## config.mk

```make
export PLATFORM = sky130hd
export DESIGN_NAME = aluUnit
export DESIGN_NICKNAME = d
export VERILOG_FILES = /design/src/hw/aluCmdPkg.sv /design/src/hw/aluCtrlPkg.sv /design/src/hw/aluAdder.sv /design/src/hw/aluDecode.sv /design/src/hw/aluExecute.sv /design/src/hw/aluResult.sv /design/src/hw/aluUnit.sv
export SDC_FILE = /design/constraint.sdc
export NUM_CORES = 1
export LEC_CHECK = 0
export ABC_AREA = 1
export ABC_CLOCK_PERIOD_IN_PS = 19000
export BUFFER_PORTS_ARGS = -buffer_cell sky130_fd_sc_hd__buf_2
export CAP_MARGIN = 10
export CORE_UTILIZATION = 39
export CTS_BUF_LIST = sky130_fd_sc_hd__clkbuf_4 sky130_fd_sc_hd__clkbuf_8 sky130_fd_sc_hd__clkbuf_16
export DETAILED_ROUTE_END_ITERATION = 16
export GPL_TIMING_DRIVEN = 0
export HOLD_SLACK_MARGIN = 0.02
export PLACE_DENSITY_LB_ADDON = 0.05
export SYNTH_ARGS = -nofsm -noshare
export SYNTH_HDL_FRONTEND = slang
export SYNTH_SLANG_ARGS = --single-unit
export TNS_END_PERCENT = 5
```

## constraint.sdc

```tcl
create_clock -name clk -period 19 [get_ports clk]
set_input_delay 3.8 -clock clk [delete_from_list [all_inputs] [get_ports clk]]
set_output_delay 3.8 -clock clk [all_outputs]
set_load 0.05 [all_outputs]
```

## src/hw/aluCmdPkg.sv

```systemverilog
package aluCmdPkg;

  // width of the external command field
  localparam int cmdWidth = 3;

  // command encoding seen on the ALU input port
  typedef enum logic [cmdWidth-1:0] {
    // arithmetic
    cmdAdd  = 3'd0,
    cmdSub  = 3'd1,
    // bitwise exclusive or
    cmdXor  = 3'd2,
    // signed set-less-than, result is 0 or 1
    cmdSlt  = 3'd3,
    // and family
    cmdAnd  = 3'd4,
    cmdNand = 3'd5,
    // or family
    cmdNor  = 3'd6,
    cmdOr   = 3'd7
  } aluCmdT;

endpackage

```

## src/hw/aluCtrlPkg.sv

```systemverilog
package aluCtrlPkg;

  // width of the functional unit select
  localparam int unitSelWidth = 3;

  // which functional unit drives the execute stage result
  typedef enum logic [unitSelWidth-1:0] {
    // ripple-carry adder/subtractor, only unit with live flags
    unitAddSub  = 3'd0,
    // bitwise xor
    unitXor     = 3'd1,
    // sign of A minus B, corrected by overflow
    unitSlt     = 3'd2,
    // and, optionally inverted
    unitAndNand = 3'd3,
    // nor, optionally inverted
    unitNorOr   = 3'd4
  } unitSelT;

endpackage

```

## src/hw/aluAdder.sv

```systemverilog
`timescale 1ns/1ps

module aluAdder #(
  parameter int dataWidth = 32
) (
  input  logic [dataWidth-1:0] operandA,
  input  logic [dataWidth-1:0] operandB,
  input  logic                 subtract,
  output logic [dataWidth-1:0] sum,
  output logic                 carryOut,
  output logic                 overflow
);

  // carry[i] is the carry into bit i
  logic [dataWidth:0]   carry;
  logic [dataWidth-1:0] bInv;
  logic [dataWidth-1:0] halfSum;

  // subtract adds the +1 of two's complement
  assign carry[0] = subtract;

  genvar i;
  generate
    for (i = 0; i < dataWidth; i++) begin : gSlice
      // B is inverted per slice for subtraction
      assign bInv[i] = operandB[i] ^ subtract;

      // full adder equations
      assign halfSum[i]  = operandA[i] ^ bInv[i];
      assign sum[i]      = halfSum[i] ^ carry[i];
      assign carry[i+1]  = (operandA[i] & bInv[i]) | (halfSum[i] & carry[i]);
    end
  endgenerate

  assign carryOut = carry[dataWidth];

  // signed overflow when carry into and out of the sign bit differ
  assign overflow = carry[dataWidth] ^ carry[dataWidth-1];

endmodule

```

## src/hw/aluDecode.sv

```systemverilog
`timescale 1ns/1ps

module aluDecode
  import aluCmdPkg::*;
  import aluCtrlPkg::*;
#(
  parameter int dataWidth = 32
) (
  input  logic                 clk,
  input  logic                 arstN,
  input  logic                 opValid,
  input  aluCmdT               command,
  input  logic [dataWidth-1:0] operandA,
  input  logic [dataWidth-1:0] operandB,
  output logic                 decValid,
  output unitSelT              decUnitSel,
  output logic                 decInvertB,
  output logic                 decInvertResult,
  output logic [dataWidth-1:0] decOperandA,
  output logic [dataWidth-1:0] decOperandB
);

  unitSelT unitSel;
  logic    invertB;
  logic    invertResult;

  // command to control lookup
  always_comb begin
    unitSel      = unitAddSub;
    invertB      = 1'b0;
    invertResult = 1'b0;
    case (command)
      cmdAdd:  unitSel = unitAddSub;
      cmdSub: begin
        unitSel = unitAddSub;
        invertB = 1'b1;
      end
      cmdXor:  unitSel = unitXor;
      cmdSlt:  unitSel = unitSlt;
      cmdAnd:  unitSel = unitAndNand;
      cmdNand: begin
        unitSel      = unitAndNand;
        invertResult = 1'b1;
      end
      // nor is the raw gate output, or inverts it back
      cmdNor:  unitSel = unitNorOr;
      cmdOr: begin
        unitSel      = unitNorOr;
        invertResult = 1'b1;
      end
      default: unitSel = unitAddSub;
    endcase
  end

  // control registers
  always_ff @(posedge clk or negedge arstN) begin
    if (!arstN) begin
      decValid        <= 1'b0;
      decUnitSel      <= unitAddSub;
      decInvertB      <= 1'b0;
      decInvertResult <= 1'b0;
    end else begin
      decValid <= opValid;
      if (opValid) begin
        decUnitSel      <= unitSel;
        decInvertB      <= invertB;
        decInvertResult <= invertResult;
      end
    end
  end

  // operands travel with their controls
  always_ff @(posedge clk) begin
    if (opValid) begin
      decOperandA <= operandA;
      decOperandB <= operandB;
    end
  end

  assert property (@(posedge clk) disable iff (!arstN)
    decValid |-> !$isunknown(decUnitSel));

endmodule

```

## src/hw/aluExecute.sv

```systemverilog
`timescale 1ns/1ps

module aluExecute
  import aluCtrlPkg::*;
#(
  parameter int dataWidth = 32
) (
  input  logic                 clk,
  input  logic                 arstN,
  input  logic                 decValid,
  input  unitSelT              decUnitSel,
  input  logic                 decInvertB,
  input  logic                 decInvertResult,
  input  logic [dataWidth-1:0] decOperandA,
  input  logic [dataWidth-1:0] decOperandB,
  output logic                 exeValid,
  output unitSelT              exeUnitSel,
  output logic [dataWidth-1:0] exeResult,
  output logic                 exeCarry,
  output logic                 exeOverflow
);

  logic [dataWidth-1:0] addSum;
  logic                 addCarry;
  logic                 addOverflow;
  logic [dataWidth-1:0] sltDiff;
  logic                 sltOverflow;
  logic                 sltBit;
  logic [dataWidth-1:0] xorResult;
  logic [dataWidth-1:0] andResult;
  logic [dataWidth-1:0] norResult;
  logic [dataWidth-1:0] sltResult;
  logic [dataWidth-1:0] selResult;

  // add/sub unit
  aluAdder #(
    .dataWidth(dataWidth)
  ) i_addSub (
    .operandA(decOperandA),
    .operandB(decOperandB),
    .subtract(decInvertB),
    .sum     (addSum),
    .carryOut(addCarry),
    .overflow(addOverflow)
  );

  // dedicated subtractor for slt
  aluAdder #(
    .dataWidth(dataWidth)
  ) i_sltSub (
    .operandA(decOperandA),
    .operandB(decOperandB),
    .subtract(1'b1),
    .sum     (sltDiff),
    .carryOut(),
    .overflow(sltOverflow)
  );

  // sign of the difference, fixed up when it overflowed
  assign sltBit    = sltDiff[dataWidth-1] ^ sltOverflow;
  assign sltResult = {{(dataWidth-1){1'b0}}, sltBit};

  assign xorResult = decOperandA ^ decOperandB;
  assign andResult = (decOperandA & decOperandB) ^ {dataWidth{decInvertResult}};
  assign norResult = ~(decOperandA | decOperandB) ^ {dataWidth{decInvertResult}};

  // result mux
  always_comb begin
    case (decUnitSel)
      unitAddSub:  selResult = addSum;
      unitXor:     selResult = xorResult;
      unitSlt:     selResult = sltResult;
      unitAndNand: selResult = andResult;
      unitNorOr:   selResult = norResult;
      default:     selResult = '0;
    endcase
  end

  always_ff @(posedge clk or negedge arstN) begin
    if (!arstN) begin
      exeValid   <= 1'b0;
      exeUnitSel <= unitAddSub;
    end else begin
      exeValid <= decValid;
      if (decValid) begin
        exeUnitSel <= decUnitSel;
      end
    end
  end

  // flags are passed raw, the result stage masks them
  always_ff @(posedge clk) begin
    if (decValid) begin
      exeResult   <= selResult;
      exeCarry    <= addCarry;
      exeOverflow <= addOverflow;
    end
  end

  // only SUB inverts B, so this ties the decode table to the adder
  assert property (@(posedge clk) disable iff (!arstN)
    (decValid && decInvertB) |-> (decUnitSel == unitAddSub));

endmodule

```

## src/hw/aluResult.sv

```systemverilog
`timescale 1ns/1ps

module aluResult
  import aluCtrlPkg::*;
#(
  parameter int dataWidth = 32
) (
  input  logic                 clk,
  input  logic                 arstN,
  input  logic                 exeValid,
  input  unitSelT              exeUnitSel,
  input  logic [dataWidth-1:0] exeResult,
  input  logic                 exeCarry,
  input  logic                 exeOverflow,
  output logic                 resultValid,
  output logic [dataWidth-1:0] result,
  output logic                 carryOut,
  output logic                 overflow,
  output logic                 zero
);

  logic isArith;
  logic resultZero;
  logic carryMasked;
  logic overflowMasked;
  logic zeroMasked;

  assign resultZero = ~|exeResult;

  // flags only mean something for add and sub
  assign isArith        = (exeUnitSel == unitAddSub);
  assign carryMasked    = exeCarry & isArith;
  assign overflowMasked = exeOverflow & isArith;
  assign zeroMasked     = resultZero & isArith;

  always_ff @(posedge clk or negedge arstN) begin
    if (!arstN) begin
      resultValid <= 1'b0;
      result      <= '0;
      carryOut    <= 1'b0;
      overflow    <= 1'b0;
      zero        <= 1'b0;
    end else begin
      // one-cycle strobe, outputs hold in between
      resultValid <= exeValid;
      if (exeValid) begin
        result   <= exeResult;
        carryOut <= carryMasked;
        overflow <= overflowMasked;
        zero     <= zeroMasked;
      end
    end
  end

  // every strobe out comes from exactly one strobe in
  assert property (@(posedge clk) disable iff (!arstN)
    resultValid == $past(exeValid));

endmodule

```

## src/hw/aluUnit.sv

```systemverilog
`timescale 1ns/1ps

module aluUnit
  import aluCmdPkg::*;
  import aluCtrlPkg::*;
#(
  parameter int dataWidth = 32
) (
  input  logic                 clk,
  input  logic                 arstN,
  input  logic                 opValid,
  input  aluCmdT               command,
  input  logic [dataWidth-1:0] operandA,
  input  logic [dataWidth-1:0] operandB,
  output logic                 resultValid,
  output logic [dataWidth-1:0] result,
  output logic                 carryOut,
  output logic                 overflow,
  output logic                 zero
);

  // decode to execute
  logic                 decValid;
  unitSelT              decUnitSel;
  logic                 decInvertB;
  logic                 decInvertResult;
  logic [dataWidth-1:0] decOperandA;
  logic [dataWidth-1:0] decOperandB;

  // execute to result
  logic                 exeValid;
  unitSelT              exeUnitSel;
  logic [dataWidth-1:0] exeResult;
  logic                 exeCarry;
  logic                 exeOverflow;

  aluDecode #(
    .dataWidth(dataWidth)
  ) i_aluDecode (
    .clk            (clk),
    .arstN          (arstN),
    .opValid        (opValid),
    .command        (command),
    .operandA       (operandA),
    .operandB       (operandB),
    .decValid       (decValid),
    .decUnitSel     (decUnitSel),
    .decInvertB     (decInvertB),
    .decInvertResult(decInvertResult),
    .decOperandA    (decOperandA),
    .decOperandB    (decOperandB)
  );

  aluExecute #(
    .dataWidth(dataWidth)
  ) i_aluExecute (
    .clk            (clk),
    .arstN          (arstN),
    .decValid       (decValid),
    .decUnitSel     (decUnitSel),
    .decInvertB     (decInvertB),
    .decInvertResult(decInvertResult),
    .decOperandA    (decOperandA),
    .decOperandB    (decOperandB),
    .exeValid       (exeValid),
    .exeUnitSel     (exeUnitSel),
    .exeResult      (exeResult),
    .exeCarry       (exeCarry),
    .exeOverflow    (exeOverflow)
  );

  aluResult #(
    .dataWidth(dataWidth)
  ) i_aluResult (
    .clk        (clk),
    .arstN      (arstN),
    .exeValid   (exeValid),
    .exeUnitSel (exeUnitSel),
    .exeResult  (exeResult),
    .exeCarry   (exeCarry),
    .exeOverflow(exeOverflow),
    .resultValid(resultValid),
    .result     (result),
    .carryOut   (carryOut),
    .overflow   (overflow),
    .zero       (zero)
  );

endmodule

```

# Yosys cells after proc, flatten, opt, wreduce, memory -nomap -nowiden
# Cells that the tools add are included.
# W data, S select, Z words.
# op_classes
eq_ne,11
mux,4
n_bitwise,364
n_reduce_logical,9
# op_table
cell,count
$pmux W32 S5,1
$xor A1 B1 Y1,132
$and A1 B1 Y1,130
$xor A32 B32 Y32,3
$or A1 B1 Y1,64
$and A32 B32 Y32,1
$not A1 Y1,32
$not A32 Y32,1
$or A32 B32 Y32,1
$reduce_or A32 Y1,1
$eq A3 B3 Y1 const B,5
$pmux W3 S5,1
$eq A3 B2 Y1 const B,4
$logic_not A3 Y1,3
$reduce_or A2 Y1,4
$eq A3 B1 Y1 const B,2
$mux W1,2
$logic_not A1 Y1,1
# word_totals
ff_bits,144
out_inout_bits,36

# Depth between registers and ports, before layout
# Gate-level depths: netlist (run 1).
# depth
ltp_word,68
depth_mapped,66
depth_no_buf,66

# By module
# From an unflattened synthesis (run 1), not the netlist that was laid out.
# unflattened
hier_cells,1410
area_unflattened_um2,10829.1
# modules_own_cells
mod,n_inst,cells_each,area_per_inst_um2,seq_area_each_um2
aluExecute,1,672,4420.5,1121.1
aluAdder,2,234,1390.1,0.0
aluDecode,1,93,2173.3,2072.0
aluResult,1,177,1455.1,900.9

# Least setup slack after synthesis (run 1)
# No wires, ideal clock.
# synth_timing
path_kind,register -> register
start,register i_aluDecode.decInvertB
end,"register i_aluExecute.exeResult[31], data pin"
setup_time_ps,286
t_arrival_ps,13678
required_ps,18714
path_slack_ps,5036
stages_incl_launch_ff,39
period_less_slack_ps,13964
path_cell_list,dfrtp_1 -> clkbuf_1 -> inv_1 -> o21ai_0 -> fa_1 -> fa_1 -> fa_1 -> fa_1 -> fa_1 -> fa_1 -> fa_1 -> fa_1 -> fa_1 -> fa_1 -> fa_1 -> fa_1 -> fa_1 -> fa_1 -> (+3 left out) -> fa_1 -> fa_1 -> fa_1 -> fa_1 -> fa_1 -> fa_1 -> fa_1 -> fa_1 -> fa_1 -> fa_1 -> fa_1 -> fa_1 -> inv_1 -> fa_1 -> inv_1 -> fa_1 -> nand3_1 -> o311ai_0
# synth_via
elab_chain_cells,66
elab_cells_between_ends,159
cone_classes,mux: 1; bitwise: 158
# synth_lines
item,line,source
"start, declared",aluDecode.sv:17,"output logic decInvertB,"
"start signal, assigned",aluDecode.sv:66,decInvertB <= invertB;
$xor A1 B1 Y1,aluAdder.sv:26,assign bInv[i] = operandB[i] ^ subtract;
$xor A1 B1 Y1,aluAdder.sv:29,assign halfSum[i] = operandA[i] ^ bInv[i];
$and A1 B1 Y1,aluAdder.sv:31,assign carry[i+1] = (operandA[i] & bInv[i]) | (halfSum[i] & carry[i]);
$or A1 B1 Y1,aluAdder.sv:31,
$and A1 B1 Y1,aluAdder.sv:31,
$or A1 B1 Y1,aluAdder.sv:31,
$and A1 B1 Y1,aluAdder.sv:31,
$or A1 B1 Y1,aluAdder.sv:31,
(+51 left out),-,
$or A1 B1 Y1,aluAdder.sv:31,
$and A1 B1 Y1,aluAdder.sv:31,
$or A1 B1 Y1,aluAdder.sv:31,
$and A1 B1 Y1,aluAdder.sv:31,
$or A1 B1 Y1,aluAdder.sv:31,
$xor A1 B1 Y1 (*),aluAdder.sv:30,assign sum[i] = halfSum[i] ^ carry[i];
$pmux W32 S5 (*),aluExecute.sv:69,case (decUnitSel)
net i_aluExecute.selResult[31],aluExecute.sv:33,logic [dataWidth-1:0] selResult;
"end signal, assigned",aluExecute.sv:94,exeResult <= selResult;
"end, declared",aluExecute.sv:18,"output logic [dataWidth-1:0] exeResult,"
# The timed path passes the listed nets; every way through them passes the cells marked *.
# A chain may end at the register's enable or synchronous reset.

# Worst setup path in the final report (run 1)
# Ends and elaborated chain as after synthesis.

==> results of run 1 <==
-- layout make-up --
| class | instances | area [um2] | share of cell area, % |
|---|---|---|---|
| clock inverters | 10 | 110 | 1.06 |
| repair buffers | 105 | 528 | 5.06 |
| clock buffers | 22 | 522 | 5.00 |
| inverters | 137 | 624 | 5.99 |
| flip-flops and latches | 144 | 4100 | 39.3 |
| plain buffers | 34 | 128 | 1.22 |
| multi-input cells | 587 | 4070 | 39.0 |
| well taps | 280 | 350 | 3.36 |
-- kinds of logic (layout without fill, tap and decap cells) --
kind of cell / count (synthesis) / count (layout) / synth area share (%)
and+or+nand+nor: 363 / 363 / 16.5
buffers and inverters: 171 / 308 / 8.43
DFF: 144 / 144 / 45.9
adders and majority gates: 127 / 127 / 20.5
AOI/OAI and AO/OA: 50 / 50 / 4.01
xor gates and xnor gates: 46 / 46 / 4.52
muxes: 1 / 1 / 0.112
-- cells in the mapped netlist, types with 5 or more instances --
library cell  count
nand2_1         278
inv_1           117
edfxtp_1         98
ha_1             95
nand3_1          66
dfrtp_1          46
xor2_1           44
clkbuf_1         34
fa_1             32
o211ai_1         16
o221ai_1         14
inv_2            10
o21ai_0          10
bufinv_8          8
nor2_1            8
nor4_1            8
a21oi_1           5
-- sequential cells by signal, summed over array words and instances (netlist names) --
name,count
i_aluDecode.decInvertB,1
i_aluDecode.decInvertResult,1
i_aluDecode.decOperandA,32
i_aluDecode.decOperandB,32
i_aluDecode.decUnitSel,3
i_aluDecode.decValid,1
i_aluExecute.exeCarry,1
i_aluExecute.exeOverflow,1
i_aluExecute.exeResult,32
i_aluExecute.exeUnitSel,3
i_aluExecute.exeValid,1
i_aluResult.carryOut,1
i_aluResult.overflow,1
i_aluResult.result,32
i_aluResult.resultValid,1
i_aluResult.zero,1
-- final timing paths --
kind	endpoint	startpoint	cells after the start	slack, ns
hold / removal	i_aluResult.resultValid	i_aluExecute.exeValid	0	0.39
min in group asynchronous	i_aluResult.result[5]	arstN	1	3.56
setup / recovery	i_aluExecute.exeResult[31]	i_aluDecode.decInvertB	37	4.00
hold reg to reg	i_aluResult.resultValid	i_aluExecute.exeValid	0	0.39
setup reg to reg	i_aluExecute.exeResult[31]	i_aluDecode.decInvertB	37	4.00
max in group asynchronous	i_aluDecode.decValid	arstN	1	14.73
-- power by group through the flow --
| stage | logic, mW | clock network (mW) | registers (mW) |
|---|---|---|---|
| finish | 0.249 | 0.355 | 0.409 |
| global route | 0.280 | 0.375 | 0.415 |
| CTS | 0.252 | 0.364 | 0.410 |
| detailed placement | 0.251 | 0 | 0.416 |
| global placement | 0.250 | 0 | 0.416 |
| floorplan | 0.134 | 0 | 0.449 |
-- through the flow --
stage               setup slack, ns  util [%]  hold WS [ns]  instance area, um2
finish                         4.00      47.2         0.385               10400
global route                   3.41      47.2         0.405               10400
CTS                            3.85      47.2         0.395               10400
detailed placement             3.85      44.3         0.385                9800
global placement               3.88      44.3         0.370                9790
floorplan                      5.04         -         0.352                8920
-- metal layers --
layer	vias to the layer above	global-route usage, %	wire [um]
li1	3133	-	-
met1	2859	27.2	10600
met2	154	28.2	8810
met3	18	2.86	938
met4	0	5.68	282
met5	-	0	0
-- worst register-to-register path, delay by kind of cell (launching register included) --
kind | cells | cell delay [ns]
buf+inv | 4 | 1.04
fa+ha+maj | 30 | 12.90
simple gates | 1 | 0.09
flops | 1 | 0.32
compound gates | 1 | 0.16
xor+xnor | 1 | 0.17
==> flow_metrics.env, run 1 <==
export IMPL_end_kind="flip-flop"
export IMPL_grt_overflow=0
export IMPL_boundaryPins=106
export IMPL_required_ns=19.11
export IMPL_antenna_cells=0
export IMPL_hpwl_um=15200
export IMPL_clk_pin_slew_worst_paths_ns=0.06
export IMPL_power_frac_comb_pct=24.6
export IMPL_initial_core_util_pct=40.4
export IMPL_final_common_cell="nand2_1"
export IMPL_crit_type="flip-flop to flip-flop"
export IMPL_final_max_slew_viol_count=0
export IMPL_setup_viol=0
export IMPL_swShare_pct=33.0
export IMPL_dr_pass1_iters=5
export IMPL_cpPeakStageDelay_ns=0.66
export IMPL_grt_pass1_wl_um=32600
export IMPL_max_freq_mhz=66.7
export IMPL_grt_max_degree=72
export IMPL_seqPwrFrac_pct=40.4
export IMPL_cts_made_buffers=17
export IMPL_critPathLaunchType="flip-flop"
export IMPL_cts_resized=0
export IMPL_dp_cells=1287
export IMPL_synth_flop_cell="edfxtp_1"
export IMPL_drt_total_wl_um=20600
export IMPL_via_per_inst=4.67
export IMPL_powerDensity_nw_per_um2=97.2
export IMPL_syn_area_per_cell_um2=9.89
export IMPL_syn_to_final_growth_pct=16.9
export IMPL_post_route_period_util_pct=78.9
export IMPL_worst_hold_path_type="flip-flop to flip-flop"
export IMPL_drc_errors=0
export IMPL_maxSlewHeadroom_pct=30.7
export IMPL_ys_ff_latch=144
export IMPL_worst_slew_pin_slew_ns=1.04
export IMPL_synth_cells=902
export IMPL_fill_cells=2192
export IMPL_grt_antenna_before_repair=0
export IMPL_chipHeight_um=153
export IMPL_clk_latency_ns=0.42
export IMPL_ys_warn_count=0
export IMPL_ys_types=26
export IMPL_leakagePower_nw=5.23
export IMPL_internal_power_mw=0.679
export IMPL_clockBufferDepth=2
export IMPL_final_cell_mix="nand2_1 (278), inv_1 (117), buf_2 (104), edfxtp_1 (98), ha_1 (95)"
export IMPL_rsz0062_at_grt="no"
export IMPL_arrival_ns=15.11
export IMPL_critPathSlowestCell="clkbuf_1"
export IMPL_ant_nets=0
export IMPL_syn_area_um2=8920
export IMPL_yosys_top_cells_area="edfxtp_1 (33%), ha_1 (13%), dfrtp_1 (13%)"
export IMPL_drv_cap=0
export IMPL_stdcell_count=1319
export IMPL_synth_top_area_share_pct=33.0
export IMPL_min_period_ns=15.00
export IMPL_ir_worst_vdd_mv=0.0509
export IMPL_globalplace_congestion=0.823
export IMPL_status="finished clean"
export IMPL_port_buffers=105
export IMPL_synth_edf_count=98
export IMPL_routedWlPerCell_um=15.6
export IMPL_cts_root_buf="clkbuf_16"
export IMPL_num_vias=6164
export IMPL_row_count=54
export IMPL_cts_tree="done"
export IMPL_first_iter_violations=377
export IMPL_finClkSkew_ns=0.0140
export IMPL_coreArea_um2=22100
export IMPL_crit_buf_inv=4
export IMPL_drive_gt1_share_pct=15.1
export IMPL_finalHoldViolCount=0
export IMPL_final_setup_tns_ns=0
export IMPL_power_mw=1.01
export IMPL_clkPwrFrac_pct=35.0
export IMPL_dieArea_um2=23500
export IMPL_postCtsSetupRepairBufs=0
export IMPL_postCtsHoldBufs=0
export IMPL_crit_path_frequent_cell="fa_1"
export IMPL_grt_pass1_vias=5968
export IMPL_fin_nets=1223
export IMPL_track_usage_pct=18.6
export IMPL_power_switching_mw=0.334
export IMPL_synthesis_nets=1099
export IMPL_synth_top_cell_by_area="edfxtp_1"
export IMPL_crit_family="adder cells"
export IMPL_die_w_um=153
export IMPL_synthArstFlopShare_pct=31.9
export IMPL_clock_sinks=144
export IMPL_ys_seq_area_share_pct=45.9
export IMPL_cp_max_fo=10
export IMPL_h_tree_depth=4
(Power assumes the default switching activity.)
==> run 2: changes to the inputs <==
- ABC_CLOCK_PERIOD_IN_PS: 19000 -> 13100
- clock period: 19 -> 13.1 ns (I/O delays scaled with it)
==> flow_metrics.env, run 2 (synthesis results as in run 1) <==
export IMPL_clk_latency_ns=0.42
export IMPL_cts_made_buffers=17
export IMPL_post_route_period_util_pct=97.2
export IMPL_min_period_ns=12.74
export IMPL_grt_max_degree=72
export IMPL_via_per_inst=4.62
export IMPL_cp_max_fo=4
export IMPL_final_cell_mix="nand2_1 (278), inv_1 (116), buf_2 (104), edfxtp_1 (98), ha_1 (95)"
export IMPL_crit_buf_inv=2
export IMPL_row_count=54
export IMPL_crit_family="adder cells"
export IMPL_cts_root_buf="clkbuf_16"
export IMPL_h_tree_depth=4
export IMPL_initial_core_util_pct=40.4
export IMPL_ir_worst_vdd_mv=0.0793
export IMPL_drv_cap=0
export IMPL_port_buffers=105
export IMPL_drc_errors=0
export IMPL_fill_cells=2129
export IMPL_required_ns=13.22
export IMPL_final_max_slew_viol_count=0
export IMPL_leakagePower_nw=5.22
export IMPL_syn_to_final_growth_pct=17.8
export IMPL_first_iter_violations=317
export IMPL_clockBufferDepth=2
export IMPL_dp_slack_ns=-0.712
export IMPL_postCtsHoldBufs=0
export IMPL_num_vias=6112
export IMPL_dr_pass1_iters=4
export IMPL_crit_path_frequent_cell="fa_2"
export IMPL_powerDensity_nw_per_um2=139
export IMPL_drive_gt1_share_pct=18.5
export IMPL_max_freq_mhz=78.5
export IMPL_setup_viol=0
export IMPL_crit_type="flip-flop to flip-flop"
export IMPL_grt_antenna_before_repair=0
export IMPL_die_w_um=153
export IMPL_globalplace_congestion=0.817
export IMPL_ant_nets=0
export IMPL_maxSlewHeadroom_pct=30.9
export IMPL_setup_ws_ns=0.365
export IMPL_finalHoldViolCount=0
export IMPL_routedWlPerCell_um=15.2
export IMPL_hpwl_um=14900
export IMPL_coreArea_um2=22100
export IMPL_boundaryPins=106
export IMPL_fin_nets=1227
export IMPL_worst_hold_path_type="flip-flop to flip-flop"
export IMPL_critPathLaunchType="flip-flop"
export IMPL_chipHeight_um=153
export IMPL_track_usage_pct=18.2
export IMPL_end_kind="flip-flop"
export IMPL_final_common_cell="nand2_1"
export IMPL_cpPeakStageDelay_ns=0.46
export IMPL_grt_pass1_wl_um=32100
export IMPL_clk_pin_slew_worst_paths_ns=0.06
export IMPL_antenna_cells=0
export IMPL_grt_pass1_vias=5982
export IMPL_grt_overflow=0
export IMPL_critPathSlowestCell="edfxtp_1"
export IMPL_dieArea_um2=23500
export IMPL_worst_slew_pin_slew_ns=1.04
export IMPL_regArea_um2=4100
export IMPL_utilization_pct=47.6
export IMPL_arrival_ns=12.86
export IMPL_finClkSkew_ns=0.0137
export IMPL_clock_sinks=144
export IMPL_multiInputGateArea_um2=4150
export IMPL_status="finished clean"
export IMPL_drt_total_wl_um=20100
export IMPL_cts_tree="done"
==> run 2: changes by cell type in the layout (fill, tap and decap cells not counted), moves of 2 or more <==
cell and delta:
fa_1 -29, buf_4 +5, clkbuf_16 -3, inv_6 +2
fa_2 +29, clkbuf_1 -2, inv_4 +2
==> run 2: what timing repair did <==
action	CTS	global route
resized for setup	13	2
setup buffers	1	4
pin swaps	2	15
setup endpoints to repair	4	2
==> run 2: metrics by stage <==
stage	power, mW	setup TNS, ns	cells	area, um2	hold slack (ns)
floorplan	0.850	0	902	8960	0.352
global placement	0.969	-1.83	1287	9840	0.357
finish	1.46	0	1323	10500	0.371
global route	1.55	-0.00619	1323	10500	0.406
CTS	1.48	0	1319	10500	0.372
detailed placement	0.972	-1.64	1287	9840	0.357
==> run 2: final cells by class <==
type,instances,share of cell area (%)
tap,280,3.33
buffer,33,1.19
timing repair buffer,110,5.38
sequential,144,39.0
inverter,137,5.94
clock buffer,17,4.05
multi-input combinational,587,39.5
clock inverter,15,1.61
==> run 2: power breakdown <==
part / total, mW / leakage (nW) / switching, mW / internal, mW
Combinational: 0.368 / 3.37 / 0.236 / 0.132
Clock: 0.497 / 0.295 / 0.210 / 0.287
Sequential: 0.594 / 1.55 / 0.0417 / 0.552
Total: 1.46 / 5.22 / 0.488 / 0.971
==> run 2: final timing paths <==
| path | startpoint | slack, ns | endpoint | depth (start not counted) |
|---|---|---|---|---|
| worst max-delay path | i_aluDecode.decOperandB[0] | 0.36 | i_aluExecute.exeResult[31] | 37 |
| worst min-delay path | i_aluExecute.exeValid | 0.37 | i_aluResult.resultValid | 0 |
| worst max register to register | i_aluDecode.decOperandB[0] | 0.36 | i_aluExecute.exeResult[31] | 37 |
| worst min register to register | i_aluExecute.exeValid | 0.37 | i_aluResult.resultValid | 0 |
| max in group asynchronous | arstN | 10.00 | i_aluDecode.decValid | 1 |
| min in group asynchronous | arstN | 2.38 | i_aluResult.result[6] | 1 |
==> run 2: per-layer routing <==
metal  part of all wire, %  vias up  wire length [um]  global-route usage, %
li1                      -     3140                 -                      -
met1                    52     2814             10400                   26.9
met2                    43      141              8650                   27.4
met3                   3.7       17               752                   2.75
met4                   1.1        0               230                   5.58
met5                     0        -                 0                      0
